$ cat src/mips_isa_pkg.sv
`default_nettype none

package mips_isa_pkg;

	// ========================================================================
	// data path sizes
	// ========================================================================
	localparam int XLEN       = 32;
	localparam int REG_ADDR_W = 5;
	localparam int NUM_REGS   = 32;

	// instruction field positions and widths
	localparam int OPCODE_LSB = 26;
	localparam int OPCODE_W   = 6;
	localparam int RS_LSB     = 21;
	localparam int RT_LSB     = 16;
	localparam int RD_LSB     = 11;
	localparam int FUNCT_W    = 6;
	localparam int IMM_W      = 16;

	// ========================================================================
	// opcodes and R-type funct codes
	// ========================================================================
	localparam logic [OPCODE_W-1:0] OP_RTYPE = 6'h00;
	localparam logic [OPCODE_W-1:0] OP_LW    = 6'h23;
	localparam logic [OPCODE_W-1:0] OP_SW    = 6'h2b;
	localparam logic [OPCODE_W-1:0] OP_BEQ   = 6'h04;
	localparam logic [OPCODE_W-1:0] OP_ADDI  = 6'h08;

	localparam logic [FUNCT_W-1:0] FN_ADD = 6'h20;
	localparam logic [FUNCT_W-1:0] FN_SUB = 6'h22;
	localparam logic [FUNCT_W-1:0] FN_AND = 6'h24;
	localparam logic [FUNCT_W-1:0] FN_OR  = 6'h25;
	localparam logic [FUNCT_W-1:0] FN_SLT = 6'h2a;

endpackage

`default_nettype wire
$ cat src/mips_pipe_pkg.sv
`default_nettype none

package mips_pipe_pkg;

	// ========================================================================
	// control encodings
	// ========================================================================
	// aluop class as produced by the main decoder
	typedef enum logic [1:0] {
		ALUOP_ADD   = 2'b00,
		ALUOP_SUB   = 2'b01,
		ALUOP_FUNCT = 2'b10,
		ALUOP_IMM   = 2'b11
	} alu_op_t;

	// function actually applied by the ALU
	typedef enum logic [2:0] {
		ALU_ADD = 3'd0,
		ALU_SUB = 3'd1,
		ALU_AND = 3'd2,
		ALU_OR  = 3'd3,
		ALU_SLT = 3'd4
	} alu_fn_t;

	// EX, MEM and WB control bits, 9 bits
	typedef struct packed {
		logic    regdst;
		logic    alusrc;
		alu_op_t aluop;
		logic    branch;
		logic    memread;
		logic    memwrite;
		logic    memtoreg;
		logic    regwrite;
	} ctrl_t;

	// ========================================================================
	// stage payloads
	// ========================================================================
	// decode to execute
	typedef struct packed {
		ctrl_t                                   ctrl;
		logic [mips_isa_pkg::XLEN-1:0]           next_pc;
		logic [mips_isa_pkg::XLEN-1:0]           rs_val;
		logic [mips_isa_pkg::XLEN-1:0]           rt_val;
		logic [mips_isa_pkg::XLEN-1:0]           imm_ext;
		logic [mips_isa_pkg::REG_ADDR_W-1:0]     rs_idx;
		logic [mips_isa_pkg::REG_ADDR_W-1:0]     rt_idx;
		logic [mips_isa_pkg::REG_ADDR_W-1:0]     rd_idx;
		logic [mips_isa_pkg::FUNCT_W-1:0]        funct;
	} dec_pkt_t;

	// execute result leaving the core
	typedef struct packed {
		logic [mips_isa_pkg::XLEN-1:0]       alu;
		logic [mips_isa_pkg::XLEN-1:0]       store_data;
		logic [mips_isa_pkg::REG_ADDR_W-1:0] dest;
		logic                                reg_write;
		logic                                mem_read;
		logic                                mem_write;
		logic                                branch_taken;
		logic [mips_isa_pkg::XLEN-1:0]       branch_target;
		logic [mips_isa_pkg::XLEN-1:0]       next_pc;
	} res_pkt_t;

endpackage

`default_nettype wire

$ cat src/mips_core_top.sv
`timescale 1ns/1ps
`default_nettype none

module mips_core_top (
	input  logic                                i_clk,
	input  logic                                i_rst_n,
	// instruction stream
	input  logic                                i_instr_valid,
	output logic                                o_instr_ready,
	input  logic [mips_isa_pkg::XLEN-1:0]       i_instr,
	input  logic [mips_isa_pkg::XLEN-1:0]       i_next_pc,
	// result stream
	output logic                                o_res_valid,
	input  logic                                i_res_ready,
	output logic [mips_isa_pkg::XLEN-1:0]       o_res_alu,
	output logic [mips_isa_pkg::XLEN-1:0]       o_res_store_data,
	output logic [mips_isa_pkg::REG_ADDR_W-1:0] o_res_dest,
	output logic                                o_res_reg_write,
	output logic                                o_res_mem_read,
	output logic                                o_res_mem_write,
	output logic                                o_res_branch_taken,
	output logic [mips_isa_pkg::XLEN-1:0]       o_res_branch_target,
	output logic [mips_isa_pkg::XLEN-1:0]       o_res_next_pc
);

	logic                                dec_valid;
	logic                                dec_ready;
	mips_pipe_pkg::dec_pkt_t             dec_pkt;
	mips_pipe_pkg::res_pkt_t             res_pkt;
	logic                                wb_en;
	logic [mips_isa_pkg::REG_ADDR_W-1:0] wb_addr;
	logic [mips_isa_pkg::XLEN-1:0]       wb_data;

	decode_stage u_decode (
		.i_clk     (i_clk),
		.i_rst_n   (i_rst_n),
		.i_valid   (i_instr_valid),
		.o_ready   (o_instr_ready),
		.i_instr   (i_instr),
		.i_next_pc (i_next_pc),
		.i_wb_en   (wb_en),
		.i_wb_addr (wb_addr),
		.i_wb_data (wb_data),
		.o_valid   (dec_valid),
		.i_ready   (dec_ready),
		.o_pkt     (dec_pkt)
	);

	execute_stage u_execute (
		.i_clk     (i_clk),
		.i_rst_n   (i_rst_n),
		.i_valid   (dec_valid),
		.o_ready   (dec_ready),
		.i_pkt     (dec_pkt),
		.o_valid   (o_res_valid),
		.i_ready   (i_res_ready),
		.o_pkt     (res_pkt),
		.o_wb_en   (wb_en),
		.o_wb_addr (wb_addr),
		.o_wb_data (wb_data)
	);

	// result payload out as plain ports
	assign o_res_alu           = res_pkt.alu;
	assign o_res_store_data    = res_pkt.store_data;
	assign o_res_dest          = res_pkt.dest;
	assign o_res_reg_write     = res_pkt.reg_write;
	assign o_res_mem_read      = res_pkt.mem_read;
	assign o_res_mem_write     = res_pkt.mem_write;
	assign o_res_branch_taken  = res_pkt.branch_taken;
	assign o_res_branch_target = res_pkt.branch_target;
	assign o_res_next_pc       = res_pkt.next_pc;

endmodule

`default_nettype wire

$ cat src/execute_stage.sv
`timescale 1ns/1ps
`default_nettype none

module execute_stage (
	input  logic                                i_clk,
	input  logic                                i_rst_n,
	input  logic                                i_valid,
	output logic                                o_ready,
	input  mips_pipe_pkg::dec_pkt_t             i_pkt,
	output logic                                o_valid,
	input  logic                                i_ready,
	output mips_pipe_pkg::res_pkt_t             o_pkt,
	output logic                                o_wb_en,
	output logic [mips_isa_pkg::REG_ADDR_W-1:0] o_wb_addr,
	output logic [mips_isa_pkg::XLEN-1:0]       o_wb_data
);

	mips_pipe_pkg::alu_fn_t              alu_fn;
	logic [mips_isa_pkg::XLEN-1:0]       op_rs;
	logic [mips_isa_pkg::XLEN-1:0]       op_rt;
	logic [mips_isa_pkg::XLEN-1:0]       op_b;
	logic [mips_isa_pkg::XLEN-1:0]       alu_res;
	logic                                alu_zero;
	logic [mips_isa_pkg::REG_ADDR_W-1:0] dest;
	mips_pipe_pkg::res_pkt_t             res_d;

	// ========================================================================
	// ALU control
	// ========================================================================
	always_comb begin
		case (i_pkt.ctrl.aluop)
			mips_pipe_pkg::ALUOP_ADD: alu_fn = mips_pipe_pkg::ALU_ADD;
			mips_pipe_pkg::ALUOP_IMM: alu_fn = mips_pipe_pkg::ALU_ADD;
			mips_pipe_pkg::ALUOP_SUB: alu_fn = mips_pipe_pkg::ALU_SUB;
			default: begin
				case (i_pkt.funct)
					mips_isa_pkg::FN_SUB: alu_fn = mips_pipe_pkg::ALU_SUB;
					mips_isa_pkg::FN_AND: alu_fn = mips_pipe_pkg::ALU_AND;
					mips_isa_pkg::FN_OR:  alu_fn = mips_pipe_pkg::ALU_OR;
					mips_isa_pkg::FN_SLT: alu_fn = mips_pipe_pkg::ALU_SLT;
					// add and unlisted funct codes
					default:              alu_fn = mips_pipe_pkg::ALU_ADD;
				endcase
			end
		endcase
	end

	// forward from the result that retires this cycle
	assign op_rs = (o_wb_en && (o_wb_addr == i_pkt.rs_idx)) ? o_wb_data : i_pkt.rs_val;
	assign op_rt = (o_wb_en && (o_wb_addr == i_pkt.rt_idx)) ? o_wb_data : i_pkt.rt_val;
	assign op_b  = i_pkt.ctrl.alusrc ? i_pkt.imm_ext : op_rt;

	always_comb begin
		case (alu_fn)
			mips_pipe_pkg::ALU_SUB: alu_res = op_rs - op_b;
			mips_pipe_pkg::ALU_AND: alu_res = op_rs & op_b;
			mips_pipe_pkg::ALU_OR:  alu_res = op_rs | op_b;
			mips_pipe_pkg::ALU_SLT: alu_res = {{(mips_isa_pkg::XLEN-1){1'b0}},
				($signed(op_rs) < $signed(op_b))};
			default:                alu_res = op_rs + op_b;
		endcase
	end

	assign alu_zero = (alu_res == '0);
	assign dest     = i_pkt.ctrl.regdst ? i_pkt.rd_idx : i_pkt.rt_idx;

	// ========================================================================
	// result payload
	// ========================================================================
	always_comb begin
		res_d.alu           = alu_res;
		res_d.store_data    = op_rt;
		res_d.dest          = dest;
		// writes to r0 retire without reg_write
		res_d.reg_write     = i_pkt.ctrl.regwrite && (dest != '0);
		res_d.mem_read      = i_pkt.ctrl.memread;
		res_d.mem_write     = i_pkt.ctrl.memwrite;
		res_d.branch_taken  = i_pkt.ctrl.branch && alu_zero;
		res_d.branch_target = i_pkt.next_pc + {i_pkt.imm_ext[mips_isa_pkg::XLEN-3:0], 2'b00};
		res_d.next_pc       = i_pkt.next_pc;
	end

	stage_reg #(
		.T (mips_pipe_pkg::res_pkt_t)
	) u_res_reg (
		.i_clk   (i_clk),
		.i_rst_n (i_rst_n),
		.i_valid (i_valid),
		.o_ready (o_ready),
		.i_data  (res_d),
		.o_valid (o_valid),
		.i_ready (i_ready),
		.o_data  (o_pkt)
	);

	// writeback at the moment of retirement
	assign o_wb_en   = o_valid && i_ready && o_pkt.reg_write;
	assign o_wb_addr = o_pkt.dest;
	assign o_wb_data = o_pkt.alu;

	a_wb_not_r0: assert property (
		@(posedge i_clk) disable iff (!i_rst_n)
		o_wb_en |-> (o_wb_addr != '0)
	);

endmodule

`default_nettype wire

$ cat src/decode_stage.sv
`timescale 1ns/1ps
`default_nettype none

module decode_stage (
	input  logic                                i_clk,
	input  logic                                i_rst_n,
	input  logic                                i_valid,
	output logic                                o_ready,
	input  logic [mips_isa_pkg::XLEN-1:0]       i_instr,
	input  logic [mips_isa_pkg::XLEN-1:0]       i_next_pc,
	input  logic                                i_wb_en,
	input  logic [mips_isa_pkg::REG_ADDR_W-1:0] i_wb_addr,
	input  logic [mips_isa_pkg::XLEN-1:0]       i_wb_data,
	output logic                                o_valid,
	input  logic                                i_ready,
	output mips_pipe_pkg::dec_pkt_t             o_pkt
);

	logic [mips_isa_pkg::OPCODE_W-1:0]   opcode;
	logic [mips_isa_pkg::REG_ADDR_W-1:0] rs_idx;
	logic [mips_isa_pkg::REG_ADDR_W-1:0] rt_idx;
	logic [mips_isa_pkg::REG_ADDR_W-1:0] rd_idx;
	logic [mips_isa_pkg::IMM_W-1:0]      imm;
	logic [mips_isa_pkg::XLEN-1:0]       rs_val;
	logic [mips_isa_pkg::XLEN-1:0]       rt_val;
	mips_pipe_pkg::ctrl_t                ctrl;
	mips_pipe_pkg::dec_pkt_t             pkt_d;

	// ========================================================================
	// field split
	// ========================================================================
	assign opcode = i_instr[mips_isa_pkg::OPCODE_LSB +: mips_isa_pkg::OPCODE_W];
	assign rs_idx = i_instr[mips_isa_pkg::RS_LSB +: mips_isa_pkg::REG_ADDR_W];
	assign rt_idx = i_instr[mips_isa_pkg::RT_LSB +: mips_isa_pkg::REG_ADDR_W];
	assign rd_idx = i_instr[mips_isa_pkg::RD_LSB +: mips_isa_pkg::REG_ADDR_W];
	assign imm    = i_instr[mips_isa_pkg::IMM_W-1:0];

	main_control u_main_control (
		.i_opcode (opcode),
		.o_ctrl   (ctrl)
	);

	register_bank u_register_bank (
		.i_clk     (i_clk),
		.i_rst_n   (i_rst_n),
		.i_rs_addr (rs_idx),
		.i_rt_addr (rt_idx),
		.i_wr_en   (i_wb_en),
		.i_wr_addr (i_wb_addr),
		.i_wr_data (i_wb_data),
		.o_rs_data (rs_val),
		.o_rt_data (rt_val)
	);

	// collect the payload, immediate sign extended here
	always_comb begin
		pkt_d.ctrl    = ctrl;
		pkt_d.next_pc = i_next_pc;
		pkt_d.rs_val  = rs_val;
		pkt_d.rt_val  = rt_val;
		pkt_d.imm_ext = {{(mips_isa_pkg::XLEN - mips_isa_pkg::IMM_W){imm[mips_isa_pkg::IMM_W-1]}},
			imm};
		pkt_d.rs_idx  = rs_idx;
		pkt_d.rt_idx  = rt_idx;
		pkt_d.rd_idx  = rd_idx;
		pkt_d.funct   = i_instr[mips_isa_pkg::FUNCT_W-1:0];
	end

	stage_reg #(
		.T (mips_pipe_pkg::dec_pkt_t)
	) u_dec_reg (
		.i_clk   (i_clk),
		.i_rst_n (i_rst_n),
		.i_valid (i_valid),
		.o_ready (o_ready),
		.i_data  (pkt_d),
		.o_valid (o_valid),
		.i_ready (i_ready),
		.o_data  (o_pkt)
	);

endmodule

`default_nettype wire

$ cat src/stage_reg.sv
`timescale 1ns/1ps
`default_nettype none

module stage_reg #(
	parameter type T = logic
) (
	input  logic i_clk,
	input  logic i_rst_n,
	input  logic i_valid,
	output logic o_ready,
	input  T     i_data,
	output logic o_valid,
	input  logic i_ready,
	output T     o_data
);

	// ========================================================================
	// one-entry valid/ready slot
	// ========================================================================
	// accept when empty or when the held entry leaves this cycle
	assign o_ready = !o_valid || i_ready;

	always_ff @(posedge i_clk or negedge i_rst_n) begin
		if (!i_rst_n) begin
			o_valid <= 1'b0;
		end else if (o_ready) begin
			o_valid <= i_valid;
		end
	end

	always_ff @(posedge i_clk) begin
		if (o_ready && i_valid) begin
			o_data <= i_data;
		end
	end

	// held entry must not change or drop while downstream stalls
	a_hold_stalled: assert property (
		@(posedge i_clk) disable iff (!i_rst_n)
		(o_valid && !i_ready) |=> (o_valid && $stable(o_data))
	);

	a_valid_known: assert property (
		@(posedge i_clk) disable iff (!i_rst_n)
		!$isunknown(o_valid)
	);

endmodule

`default_nettype wire

$ cat src/register_bank.sv
`timescale 1ns/1ps
`default_nettype none

module register_bank (
	input  logic                                i_clk,
	input  logic                                i_rst_n,
	input  logic [mips_isa_pkg::REG_ADDR_W-1:0] i_rs_addr,
	input  logic [mips_isa_pkg::REG_ADDR_W-1:0] i_rt_addr,
	input  logic                                i_wr_en,
	input  logic [mips_isa_pkg::REG_ADDR_W-1:0] i_wr_addr,
	input  logic [mips_isa_pkg::XLEN-1:0]       i_wr_data,
	output logic [mips_isa_pkg::XLEN-1:0]       o_rs_data,
	output logic [mips_isa_pkg::XLEN-1:0]       o_rt_data
);

	logic [mips_isa_pkg::XLEN-1:0] regs [mips_isa_pkg::NUM_REGS];
	logic                          wr_live;

	// r0 is never written
	assign wr_live = i_wr_en && (i_wr_addr != '0);

	always_ff @(posedge i_clk or negedge i_rst_n) begin
		if (!i_rst_n) begin
			for (int i = 0; i < mips_isa_pkg::NUM_REGS; i++) begin
				regs[i] <= '0;
			end
		end else if (wr_live) begin
			regs[i_wr_addr] <= i_wr_data;
		end
	end

	// write-through, a read in the write cycle sees the new value
	assign o_rs_data = (wr_live && (i_wr_addr == i_rs_addr)) ? i_wr_data : regs[i_rs_addr];
	assign o_rt_data = (wr_live && (i_wr_addr == i_rt_addr)) ? i_wr_data : regs[i_rt_addr];

	// writeback address must be resolved whenever a write is requested
	a_wr_addr_known: assert property (
		@(posedge i_clk) disable iff (!i_rst_n)
		i_wr_en |-> !$isunknown(i_wr_addr)
	);

endmodule

`default_nettype wire

$ cat src/main_control.sv
`timescale 1ns/1ps
`default_nettype none

module main_control (
	input  logic [mips_isa_pkg::OPCODE_W-1:0] i_opcode,
	output mips_pipe_pkg::ctrl_t              o_ctrl
);

	// opcode table, anything unknown stays all zero
	always_comb begin
		o_ctrl = '0;
		case (i_opcode)
			mips_isa_pkg::OP_RTYPE: begin
				o_ctrl.regdst   = 1'b1;
				o_ctrl.aluop    = mips_pipe_pkg::ALUOP_FUNCT;
				o_ctrl.regwrite = 1'b1;
			end
			mips_isa_pkg::OP_LW: begin
				o_ctrl.alusrc   = 1'b1;
				o_ctrl.aluop    = mips_pipe_pkg::ALUOP_ADD;
				o_ctrl.memread  = 1'b1;
				o_ctrl.memtoreg = 1'b1;
				// no load writeback path in this slice
				o_ctrl.regwrite = 1'b0;
			end
			mips_isa_pkg::OP_SW: begin
				o_ctrl.alusrc   = 1'b1;
				o_ctrl.aluop    = mips_pipe_pkg::ALUOP_ADD;
				o_ctrl.memwrite = 1'b1;
			end
			mips_isa_pkg::OP_BEQ: begin
				o_ctrl.aluop    = mips_pipe_pkg::ALUOP_SUB;
				o_ctrl.branch   = 1'b1;
			end
			mips_isa_pkg::OP_ADDI: begin
				o_ctrl.alusrc   = 1'b1;
				o_ctrl.aluop    = mips_pipe_pkg::ALUOP_IMM;
				o_ctrl.regwrite = 1'b1;
			end
			default: begin
				o_ctrl = '0;
			end
		endcase
	end

endmodule

`default_nettype wire

$ cat config.mk
export PLATFORM = sky130hd
export DESIGN_NAME = mips_core_top
export DESIGN_NICKNAME = d
export VERILOG_FILES = /design/src/mips_isa_pkg.sv /design/src/mips_pipe_pkg.sv /design/src/mips_core_top.sv /design/src/execute_stage.sv /design/src/decode_stage.sv /design/src/stage_reg.sv /design/src/register_bank.sv /design/src/main_control.sv
export SDC_FILE = /design/constraint.sdc
export NUM_CORES = 2
export LEC_CHECK = 0
export BUFFER_PORTS_ARGS = -buffer_cell sky130_fd_sc_hd__buf_2
export CORE_UTILIZATION = 41
export DETAILED_ROUTE_END_ITERATION = 8
export GPL_TIMING_DRIVEN = 0
export PLACE_DENSITY = 0.55
export SETUP_SLACK_MARGIN = 0.3
export SLEW_MARGIN = 40
export SYNTH_ARGS = -nofsm -noshare
export SYNTH_HDL_FRONTEND = slang
export SYNTH_SLANG_ARGS = --single-unit
$ cat constraint.sdc
create_clock -name i_clk -period 12.3 [get_ports i_clk]
set_input_delay 1.23 -clock i_clk [delete_from_list [all_inputs] [get_ports i_clk]]
set_output_delay 1.23 -clock i_clk [all_outputs]
set_load 0.005 [all_outputs]
==> metrics.txt <==
fmax=134 MHz; Core Box Area=170000 sq um; Setup Crit Path Kind=reg2reg; CTS root buf=clkbuf_16; DR iter-0 viols=4349; Top FF cell, synth=dfrtp_1; non-filler cells in the finished layout=7469; Gate Count Post-Synth=4731; setup TNS=0 ns; Util after Layout=47.3%; post-CTS resize count=0; #FFs+latches synth=1291; Startpoint Class=flop; met3 usage=6.22%; sw power=3.87 mW; static leakage=34.8 nW; Avg Synthesized Cell Area=14.9 sq um; Hold WS=0.278 ns; Reg power frac=42.9%; # IOs=207; post-CTS setup buffers=0; Via density=6.26; DP Cell Count=7188; effective utilization at floorplan=41.4%; CP top delay family=compound AO/OA/AOI/OAI gates; DRC viols=0; Clock Sinks=1291; global-route wire length before repair=355000 microns; CP Buf/Inv Count=3; DIE AREA=173000 sq um; crit path max-delay cell type=a2111oi_4; grt total ovfl=0; Worst setup EP type=flop; fin crit period=7.46 ns; HP Class=in2async; Slew Limit Fails=0; Synth Cell Area=70300 sq um; die width=416 microns; CTS tree=built; Cell Pwr Density=161 nW/um^2; Netlist cell types=95; vias in the first global route=47800; nets=5320; sw frac=29.9%; Post-Syn Nets=4927; M2 GR Usage=45.8%; Clk network pwr share=35.6%; P_int=9.08 mW; Reg clk slew, reported paths=0.06 ns; All-Layer GR Usage=28.7%; busiest grt layer=met2; Max clock buf depth=3; FP Rows=151; # port buffers=206; crit path DAT=8.00 ns; endpoints failing hold=0; outcome=complete, no violations; fraction of registers with async set/reset=79.5%; final WL=247000 microns; Final Wtd Congestion=0.942; wire length per cell after detailed routing=33.1 microns; First-pass DRT Iterations=7; Peak VDD IR=0.133 mV; number of enable flip-flop cells after synthesis=265; H-tree levels=4; synth warn=0; DR vias=46700; Critical Path RT=12.84 ns; RSZ-0062 raised after global routing=false; Num CTS Buffers=151; power share of the combinational group=21.4%; slew margin rel.=36.0%; Clock Skews=0.0462 ns; CTS hold repair buffers=0; HPWL Detailed=176000 microns; layout cell share with drive strength beyond 1=47.2%; clock latency on the worst-skew pair=0.82 ns; crit-path cells=clkbuf_1 -> xor2_1 -> nor4_1 -> nand3_1 -> buf_2 -> mux2_2 -> nor2_1 -> a21oi_1 -> ha_1 -> inv_1 -> fa_1 -> o21bai_1 -> o2111ai_1 -> a2111oi_4 -> o311ai_4 -> and2_1 -> o21ai_1 -> a221oi_1 -> o22ai_1 -> or3_1 -> nor3_1 -> and4bb_1; part of the cycle the worst path needs=60.6%; Seq/Total Area, Yosys=47.8%; largest net degree at the start of global routing=102; antenna viol nets, final=0; met1 Use GR=37.8%; initial antenna violation count=12; die height=416 microns; max-cap violations=0; crit-path max FO=10; final number of setup-violating endpoints=0; Worst Max-Slew Pin Slew=0.951 ns; CP max stage delay=0.71 ns; area delta synth->final=14.1%
## power groups by stage
stage	Clock, mW	Sequential, mW	Combinational [mW]
2_1_floorplan	0	5.44	1.86
3_3_place_gp	0	5.60	2.68
3_5_place_dp	0	5.62	2.74
4_1_cts	4.70	5.54	2.75
5_1_grt	4.87	5.65	2.94
6_report	4.62	5.56	2.77
## cells in the mapped netlist (all sizes together), types with 23 or more instances
| cell | n | area share, % |
|---|---|---|
| xnor2 | 32 | 0.40 |
| nor2b | 23 | 0.20 |
| mux2i | 74 | 1.1 |
| ha | 125 | 2.2 |
| a21oi | 83 | 0.61 |
| nor3 | 29 | 0.21 |
| nor2 | 123 | 0.66 |
| clkbuf | 311 | 1.7 |
| edfxtp | 265 | 11 |
| dfrtp | 1026 | 37 |
| o21ai | 133 | 0.96 |
| nand2 | 153 | 0.82 |
| buf | 139 | 0.78 |
| mux2 | 1073 | 17 |
| mux4 | 640 | 20 |
| nand3 | 40 | 0.28 |
| inv | 112 | 0.60 |
## layout by cell type, fill, tap and decap left out, types with 32 or more instances in the layout
master     count
mux4_2       640
clkbuf_1     195
buf_2        304
nand3_1       40
inv_1        110
o21ai_0      109
mux2_2      1073
edfxtp_1     265
ha_1         125
mux2i_1       74
a21oi_1       80
nand2_1      153
dfrtp_1     1026
nor2_1       123
clkbuf_2     148
clkbuf_16    151
buf_1         44
xnor2_1       32
## cell type report
class	instances	area, sq um
Timing Repair Buffer	240	1760
Buffer	450	2000
Clock inverter	62	797
Inverter	114	428
Sequential cell	1291	33600
Tap cell	2218	2780
Fill cell	14800	89600
Clock buffer	211	4280
Multi-Input combinational cell	2876	34600
Antenna cell	7	17.5
## sequential cells by signal, indices dropped and copies added (netlist names)
name	cells
u_decode.u_dec_reg.o_data	130
u_decode.u_dec_reg.o_valid	1
u_decode.u_register_bank.regs	1024
u_execute.u_res_reg.o_data	135
u_execute.u_res_reg.o_valid	1
## final timing paths
path	from	end	slack [ns]	cells after the start
worst max-delay path	u_execute.u_res_reg.o_data[69]$_DFFE_PP_	u_execute.u_res_reg.o_data[64]$_DFFE_PP_	4.84	22
worst min-delay path	i_rst_n	u_decode.u_register_bank.regs[391]$_DFFE_PN0P_	0.28	1
worst max register to register	u_execute.u_res_reg.o_data[69]$_DFFE_PP_	u_execute.u_res_reg.o_data[64]$_DFFE_PP_	4.84	22
worst min register to register	u_decode.u_dec_reg.o_data[152]$_DFFE_PP_	u_execute.u_res_reg.o_data[66]$_DFFE_PP_	0.42	0
max in group asynchronous	i_rst_n	u_decode.u_register_bank.regs[277]$_DFFE_PN0P_	9.50	6
min in group i_clk	u_decode.u_dec_reg.o_data[152]$_DFFE_PP_	u_execute.u_res_reg.o_data[66]$_DFFE_PP_	0.42	0
## kinds of logic after synthesis
group	after synthesis	synth area share, %
xor+xnor	46	0.573
flops	1291	47.8
mux	1787	38.7
compound gates	434	4.19
simple gates	481	3.31
buf+inv	564	3.05
fa+ha+maj	128	2.31
## routing by layer
metal	share of wire, %	wire length (microns)
met4	4.7	11600
met3	7.5	18400
met5	0.011	26
met1	41	101000
met2	47	117000
## through the flow
stage | setup WS, ns | area, sq um | power (mW)
6_report | 4.84 | 80300 | 13.0
5_1_grt | 4.56 | 80200 | 13.5
3_3_place_gp | -13.53 | 74100 | 8.28
4_1_cts | 4.96 | 80200 | 13.0
3_5_place_dp | 4.45 | 75100 | 8.36
2_1_floorplan | 6.58 | 70300 | 7.30
No activity file was read; power rests on OpenSTA's default activity.
